### src/include/sys_settings.svh
`ifndef SYS_SETTINGS_SVH
`define SYS_SETTINGS_SVH

// Datapath width of the core
`define XLEN 32

// Full width of the cycle and instret counters
`define CNT_WIDTH 64

`define REG_ADDR_WIDTH 5 // x0..x31

// Instructions that can retire in one cycle, as a count
`define RETIRE_WIDTH 2

// 0 makes every counter CSR read back as zero
`define ENABLE_PERF_COUNTERS 1

`endif
### src/logic/sys_pkg.sv
`include "sys_settings.svh"

package sys_pkg;

    // RV32I major opcodes, bits [6:0]
    typedef enum logic [6:0] {
        OP_LOAD   = 7'b0000011,
        OP_FENCE  = 7'b0001111,
        OP_IMM    = 7'b0010011,
        OP_AUIPC  = 7'b0010111,
        OP_STORE  = 7'b0100011,
        OP_OP     = 7'b0110011,
        OP_LUI    = 7'b0110111,
        OP_BRANCH = 7'b1100011,
        OP_JALR   = 7'b1100111,
        OP_JAL    = 7'b1101111,
        OP_SYSTEM = 7'b1110011
    } opcode_t;

    // funct3 of SYSTEM instructions
    typedef enum logic [2:0] {
        ENV    = 3'b000, // ECALL / EBREAK
        CSRRW  = 3'b001,
        CSRRS  = 3'b010,
        CSRRC  = 3'b011,
        CSRRWI = 3'b101,
        CSRRSI = 3'b110,
        CSRRCI = 3'b111
    } sys_funct3_t;

    // Read-only user counter CSRs
    typedef enum logic [11:0] {
        CSR_CYCLE    = 12'hC00,
        CSR_TIME     = 12'hC01,
        CSR_INSTRET  = 12'hC02,
        CSR_CYCLEH   = 12'hC80,
        CSR_TIMEH    = 12'hC81,
        CSR_INSTRETH = 12'hC82
    } csr_addr_t;

    typedef struct packed {
        sys_funct3_t                sys_op;
        csr_addr_t                  csr;
        logic [`REG_ADDR_WIDTH-1:0] rd;
        logic                       is_system; // Opcode was SYSTEM
    } sys_cmd_t;

    typedef struct packed {
        logic [`REG_ADDR_WIDTH-1:0] rd;
        logic [`XLEN-1:0]           value;
    } sys_result_t;

    typedef logic [`RETIRE_WIDTH-1:0] retired_count_t;

endpackage

### src/logic/sys_intf.sv
`timescale 1ns/10ps

`include "sys_settings.svh"

// Decoded command from decode to execute
interface sys_cmd_intf
    import sys_pkg::*;
();
    logic     valid;
    logic     ready;
    sys_cmd_t cmd;

    modport src (output valid, output cmd, input ready);
    modport dst (input valid, input cmd, output ready);
endinterface

// Register writeback result from execute to writeback
interface sys_result_intf ();
    logic                       valid;
    logic                       ready;
    logic [`REG_ADDR_WIDTH-1:0] rd;
    logic [`XLEN-1:0]           value;

    modport src (
        output valid,
        output rd,
        output value,
        input  ready
    );
    modport dst (
        input  valid,
        input  rd,
        input  value,
        output ready
    );
endinterface

### src/logic/sys_unit_top.sv
`timescale 1ns/10ps

`include "sys_settings.svh"

module sys_unit_top
    import sys_pkg::*;
(
    input  logic                       clk,
    input  logic                       rst,

    input  logic                       instr_valid,
    output logic                       instr_ready,
    input  logic [31:0]                instr,

    input  retired_count_t             retired, // From the core's retire logic

    output logic                       wb_valid,
    input  logic                       wb_ready,
    output logic [`REG_ADDR_WIDTH-1:0] wb_rd,
    output logic [`XLEN-1:0]           wb_value
);

    sys_cmd_intf    cmd_link ();
    sys_result_intf res_link ();

    sys_decode sys_decode_inst (
        .clk,
        .rst,
        .instr_valid,
        .instr_ready,
        .instr,
        .cmd_out (cmd_link.src)
    );

    // Owns the counters
    sys_execute sys_execute_inst (
        .clk,
        .rst,
        .retired,
        .cmd_in  (cmd_link.dst),
        .res_out (res_link.src)
    );

    sys_writeback sys_writeback_inst (
        .clk,
        .rst,
        .res_in  (res_link.dst),
        .wb_valid,
        .wb_ready,
        .wb_rd,
        .wb_value
    );

endmodule

### src/logic/sys_writeback.sv
`timescale 1ns/10ps

`include "sys_settings.svh"

module sys_writeback
    import sys_pkg::*;
(
    input  logic                       clk,
    input  logic                       rst,

    sys_result_intf.dst                res_in,

    output logic                       wb_valid,
    input  logic                       wb_ready,
    output logic [`REG_ADDR_WIDTH-1:0] wb_rd,
    output logic [`XLEN-1:0]           wb_value
);

    sys_result_t held;
    logic        take;

    // Accept when empty or when the register file takes the held result
    assign res_in.ready = !wb_valid || wb_ready;
    assign take = res_in.valid && res_in.ready;

    always_ff @(posedge clk) begin
        if (rst) begin
            wb_valid <= 1'b0;
        end else if (res_in.ready) begin
            wb_valid <= res_in.valid;
        end
    end

    always_ff @(posedge clk) begin
        if (take) begin
            held.rd <= res_in.rd;
            held.value <= res_in.value;
        end
    end

    assign wb_rd = held.rd;
    assign wb_value = held.value;

endmodule

### src/logic/sys_execute.sv
`timescale 1ns/10ps

`include "sys_settings.svh"

module sys_execute
    import sys_pkg::*;
(
    input  logic           clk,
    input  logic           rst,

    input  retired_count_t retired,

    sys_cmd_intf.dst       cmd_in,
    sys_result_intf.src    res_out
);

    logic [`CNT_WIDTH-1:0] cycle_count;
    logic [`CNT_WIDTH-1:0] instret_count;

    sys_cmd_t    cmd;
    sys_result_t next_result;
    logic        csr_form;
    logic        produce;
    logic        consume;

    perf_counters perf_counters_inst (
        .clk,
        .rst,
        .retired,
        .cycle_count,
        .instret_count
    );

    assign cmd = cmd_in.cmd;

    assign cmd_in.ready = !res_out.valid || res_out.ready;
    assign consume = cmd_in.valid && cmd_in.ready;

    // CSR read mux, old value only
    always_comb begin
        next_result.rd = cmd.rd;
        next_result.value = '0;
        if (`ENABLE_PERF_COUNTERS != 0) begin
            case (cmd.csr)
                CSR_CYCLE:    next_result.value = cycle_count[`XLEN-1:0];
                CSR_TIME:     next_result.value = cycle_count[`XLEN-1:0]; // Time tracks cycles
                CSR_INSTRET:  next_result.value = instret_count[`XLEN-1:0];
                CSR_CYCLEH:   next_result.value = cycle_count[`CNT_WIDTH-1:`XLEN];
                CSR_TIMEH:    next_result.value = cycle_count[`CNT_WIDTH-1:`XLEN];
                CSR_INSTRETH: next_result.value = instret_count[`CNT_WIDTH-1:`XLEN];
                default:      next_result.value = '0; // Unknown CSR
            endcase
        end
    end

    // Only CSR forms with a real destination write back
    always_comb begin
        case (cmd.sys_op)
            CSRRW, CSRRS, CSRRC: csr_form = 1'b1;
            CSRRWI, CSRRSI, CSRRCI: csr_form = 1'b1;
            default: csr_form = 1'b0; // ENV and reserved funct3
        endcase
        produce = cmd.is_system && csr_form && (cmd.rd != '0);
    end

    always_ff @(posedge clk) begin
        if (rst) begin
            res_out.valid <= 1'b0;
        end else if (cmd_in.ready) begin
            res_out.valid <= consume && produce; // Silent commands leave it empty
        end
    end

    always_ff @(posedge clk) begin
        if (consume && produce) begin
            res_out.rd <= next_result.rd;
            res_out.value <= next_result.value;
        end
    end

endmodule

### src/logic/perf_counters.sv
`timescale 1ns/10ps

`include "sys_settings.svh"

module perf_counters
    import sys_pkg::*;
(
    input  logic                  clk,
    input  logic                  rst,

    input  retired_count_t        retired,

    output logic [`CNT_WIDTH-1:0] cycle_count,
    output logic [`CNT_WIDTH-1:0] instret_count
);

    logic [`XLEN-1:0] cycle_lo;
    logic [`XLEN-1:0] cycle_hi;
    logic             cycle_carry;

    logic [`XLEN-1:0] instret_lo;
    logic [`XLEN-1:0] instret_hi;
    logic             instret_carry;

    // Each half is its own 32-bit adder; the carry crosses a register
    always_ff @(posedge clk) begin
        if (rst) begin
            cycle_lo <= '0;
            cycle_hi <= '0;
            cycle_carry <= 1'b0;
            instret_lo <= '0;
            instret_hi <= '0;
            instret_carry <= 1'b0;
        end else begin
            {cycle_carry, cycle_lo} <= {1'b0, cycle_lo} + {{`XLEN{1'b0}}, 1'b1};
            {instret_carry, instret_lo} <= {1'b0, instret_lo}
                + {{(`XLEN + 1 - `RETIRE_WIDTH){1'b0}}, retired};

            // Upper halves take last cycle's carry
            cycle_hi <= cycle_hi + {{(`XLEN - 1){1'b0}}, cycle_carry};
            instret_hi <= instret_hi + {{(`XLEN - 1){1'b0}}, instret_carry};
        end
    end

    // Lower half is one cycle fresher than the upper half
    assign cycle_count = {cycle_hi, cycle_lo};
    assign instret_count = {instret_hi, instret_lo};

endmodule

### src/logic/sys_decode.sv
`timescale 1ns/10ps

module sys_decode
    import sys_pkg::*;
(
    input  logic        clk,
    input  logic        rst,

    input  logic        instr_valid,
    output logic        instr_ready,
    input  logic [31:0] instr,

    sys_cmd_intf.src    cmd_out
);

    opcode_t  opcode;
    sys_cmd_t next_cmd;
    logic     accept;

    // Entry free, or the held command leaves this cycle
    assign instr_ready = !cmd_out.valid || cmd_out.ready;
    assign accept = instr_valid && instr_ready;

    always_comb begin
        opcode = opcode_t'(instr[6:0]);

        // I-type layout for SYSTEM: csr[31:20] rs1[19:15] f3[14:12] rd[11:7]
        next_cmd.sys_op = sys_funct3_t'(instr[14:12]);
        next_cmd.csr = csr_addr_t'(instr[31:20]); // Unknown CSRs pass through too
        next_cmd.rd = instr[11:7];
        next_cmd.is_system = (opcode == OP_SYSTEM); // Execute drops the rest
    end

    // Valid bit of the pipeline entry
    always_ff @(posedge clk) begin
        if (rst) begin
            cmd_out.valid <= 1'b0;
        end else if (instr_ready) begin
            cmd_out.valid <= instr_valid; // Refill or drain
        end
    end

    // Held command, stays put while stalled
    always_ff @(posedge clk) begin
        if (accept) begin
            cmd_out.cmd <= next_cmd;
        end
    end

endmodule

### config.mk
export PLATFORM = sky130hd
export DESIGN_NAME = sys_unit_top
export DESIGN_NICKNAME = d
export VERILOG_FILES = /design/src/logic/sys_pkg.sv /design/src/logic/sys_intf.sv /design/src/logic/sys_unit_top.sv /design/src/logic/sys_writeback.sv /design/src/logic/sys_execute.sv /design/src/logic/perf_counters.sv /design/src/logic/sys_decode.sv
export VERILOG_INCLUDE_DIRS = /design/src /design/src/include
export SDC_FILE = /design/constraint.sdc
export NUM_CORES = 1
export LEC_CHECK = 0
export BUFFER_PORTS_ARGS = -buffer_cell sky130_fd_sc_hd__buf_4
export CAP_MARGIN = 20
export CORE_MARGIN = 5
export CORE_UTILIZATION = 45
export DETAILED_ROUTE_END_ITERATION = 6
export GPL_TIMING_DRIVEN = 0
export PLACE_DENSITY = 0.59
export SLEW_MARGIN = 20
export SYNTH_ARGS = -nofsm -noshare
export SYNTH_HDL_FRONTEND = slang
export SYNTH_SLANG_ARGS = --single-unit
export TNS_END_PERCENT = 20
### constraint.sdc
create_clock -name clk -period 4 [get_ports clk]
set_clock_uncertainty 0.15 [all_clocks]
set_input_delay 0.8 -clock clk [delete_from_list [all_inputs] [get_ports clk]]
set_output_delay 0.8 -clock clk [all_outputs]
set_load 0.05 [all_outputs]
==> summary.md <==
| Metric | Value |
|---|---|
| Max-cap viol count | 0 |
| # resized after CTS | 0 |
| All-Layer GR Usage | between 10% and 20% |
| Layout Cells excl Fill | ~1300 |
| # Post-CTS Setup Buffers | 0 |
| Clock buffer count from CTS | 24 |
| Total number of vias | 7703 |
| Via density | roughly 5.9 |
| Synth-to-Final Area Change | 17.8% |
| Top cells by count, synth | 133 x dfxtp_1, 94 x edfxtp_1, 70 x a21oi_1 |
| Clock Path Buffers | 3 |
| Number of diodes | 0 |
| CP max-delay cell | nor2b_1 |
| Die ar. | around 0.025 mm^2 |
| Synth top area share | roughly 29% |
| Leak | about 3.8 nW |
| Nets | between 1000 and 1500 |
| PortBufs | 69 |
| Fin crit period | approximately 2900 ps |
| Synth top area cells | edfxtp_1 29%, dfxtp_1 27%, a22oi_1 4.9%, a21oi_1 3.6%, o31ai_1 3.5% |
| DRC viols | 0 |
| Final setup violation count | 0 |
| Endpoints failing hold | 0 |
| Hold/Removal Path Class | reg -> reg |
| # IOs | 77 |
| Reg area | about 0.0055 mm^2 |
| Fill count | ~1900 |
| First-pass GRT wire length | a little under 40000 um |
| Clock-pin slew on the worst setup and hold paths | roughly 60 ps |
| Worst EP required | 3050 ps |
| Startpoint Class | input port |
| Row count | 53 |
| CTS tree | built |
| Initial Utilization | 46.1% |
| Routed length per instance | around 19 um |
| Max-slew violations | 0 |
| Run status | completed |
| CP Launch Point | wb_ready |
| Number of synthesized flops with an enable pin | 94 |
| Netlist Area Pre-Place | approximately 0.0098 mm^2 |
| Post-synthesis cell type count | 46 |
| WHS | 262 ps |
| Reg2reg start | sys_decode_inst.cmd_out.cmd[12] |
| Top-count cell post-synth | dfxtp_1 |
| IR Drop Worst-Case VDD | around 0.00029 V |
| GPL Wtd Cong | about 0.87 |
| CP cell instances | buf_4 -> nor2b_1 -> nand3_1 -> buf_4 |
| WL final | about 25000 um |
| Sequential share of the synthesized area | between 50% and 60% |
| ANT nets after route | 0 |
| RSZ-0062 raised after global routing | no |
| Area leader, netlist | edfxtp_1 |
| Main synth FF type | dfxtp_1 |
| Max-slew headroom | a little over two fifths |
| Crit. End Element | output port |
| HP Start | sys_execute_inst.res_out.value[12] |
| Area of the core | ~0.021 mm^2 |
| Synthesized flop and latch total | roughly 230 |
| Htree depth | 1 |
| Period utilization | 72.4% |
| Antenna violations before repair | 0 |
| Area used by multi-input combinational logic | a little over 0.004 mm^2 |
| Arr. time, crit path | roughly 1900 ps |
| Crit Path Category | in -> out |
| Sink Count | 227 |
| Total grt overflow | 0 |
| Layout cells sized above 1 | roughly 13% |
| Post-synth ARST share | 0% |
| Post-synthesis net count | 970 |
| F_max | approximately 0.35 GHz |
| Post-cts hold buffer count | 0 |
| CP most frequent cell | buf_4 |
| Largest net degree at the start of global routing | 21 |
| Detailed Routing Iterations Pass 1 | 5 |
| Skew-Pair Late Insertion Delay | 510 ps |
| Detailed router's first-iteration violation count | approximately 760 |
| Slowest Stage Delay on Critical Path | approximately 580 ps |
| Avg Cell Area, Syn | 10.6 um^2 |
| Syn Inst Count | slightly above 900 |
| Util after Layout | 54.3% |
| Dpl hpwl | 18000 um |
| Power per cell area | ~410 mW/mm^2 |
| Yosys warning count | 0 |
| Die height | 157 um |
| Die Width | between 150 and 200 um |
| Crit-path max FO | 6 |
| CTS root buf | clkbuf_16 |
| Placed Cells | 1270 |
| Number of global-route vias before repair | a little over 7000 |
| Measured slew at the worst slew-check pin | approximately 860 ps |
[sequential cells by signal, summed over array words and instances, names as in the netlist, 5 cells and up]
| name | count |
|---|---|
| sys_execute_inst.perf_counters_inst.cycle_hi | 32 |
| sys_execute_inst.perf_counters_inst.cycle_lo | 32 |
| sys_execute_inst.perf_counters_inst.instret_hi | 32 |
| sys_execute_inst.perf_counters_inst.instret_lo | 32 |
| sys_execute_inst.res_out.value | 32 |
| sys_writeback_inst.wb_value | 32 |
| sys_decode_inst.cmd_out.cmd | 20 |
| sys_execute_inst.res_out.rd | 5 |
| sys_writeback_inst.wb_rd | 5 |
[cell families (layout without fill, tap and decap cells)]
family / after synthesis / count (layout) / share of synthesized area (%)
AOI/OAI and AO/OA: 206 / 206 / 13.9
xor gates and xnor gates: 50 / 50 / 4.49
adders and majority gates: 8 / 8 / 1.10
buffers and inverters: 73 / 187 / 2.94
DFF: 227 / 227 / 56.2
muxes: 2 / 2 / 0.231
and+or+nand+nor: 358 / 358 / 21.2
[metal layers]
layer / part of all wire, % / vias to the layer above / wire (um) / track usage [%]
met3: 5.3 / 44 / 1310 / 2.75
met2: 46 / 216 / 11400 / 30.8
met5: 0 / - / 0 / 0
met1: 46 / 3693 / 11500 / 29.1
li1: - / 3750 / - / -
met4: 2.5 / 0 / 624 / 5.65
[cells in the final DEF, fill, tap and decap left out, types with 5 or more instances in the layout]
master and n:
a21oi_1 69, a22oi_1 64, and2_1 7, and3_1 5, and4_1 23, buf_2 9
buf_4 69, clkbuf_1 48, clkbuf_16 25, clkinv_2 6, dfxtp_1 133, edfxtp_1 94
ha_1 7, inv_1 18, nand2_1 69, nand3_1 40, nand4_1 38, nor2_1 58
nor2b_1 10, nor3_1 10, nor4_1 11, o21ai_0 13, o31ai_1 45, o41ai_1 7
or3_1 18, or4_1 45, or4b_1 6, xnor2_1 17, xor2_1 33
[path summary, 6_finish.rpt]
kind	to	depth (start not counted)	slack, ps
worst max-delay path	instr_ready	4	1110
worst min-delay path	sys_writeback_inst.wb_value[12]	0	260
worst max register to register	sys_execute_inst.res_out.value[7]	5	1190
worst min register to register	sys_writeback_inst.wb_value[12]	0	260
[worst max-delay path: cells and delay by family]
family | cells | cell delay, ps
AND/OR/NAND/NOR | 2 | 790
buffers and inverters | 2 | 350
[power by group]
group          internal (W)  total (W)  switching [W]  leakage (nW)
clock               0.00133    0.00221       0.000877         0.389
combinational     0.0000420   0.000113      0.0000714          1.46
sequential          0.00243    0.00244      0.0000156          1.94
total               0.00380    0.00477       0.000964          3.79
[layout make-up]
class / count / area share [%]
tap: 275 / 2.99
timing repair buffer: 71 / 4.99
clock buffer: 30 / 5.61
sequential: 227 / 47.7
multi-input combinational: 624 / 35.0
buffer: 55 / 1.91
clock inverter: 13 / 1.22
inverter: 18 / 0.588
[through the flow]
stage	cell area, um^2	power, W	setup WS, ps	TNS, ps
2_1_floorplan	9760	0.00255	671	0
3_3_place_gp	10600	0.00260	-328	-14480
3_5_place_dp	10700	0.00261	736	0
4_1_cts	11500	0.00483	1090	0
5_1_grt	11500	0.00494	1040	0
6_report	11500	0.00477	1110	0
(Power assumes the default switching activity.)
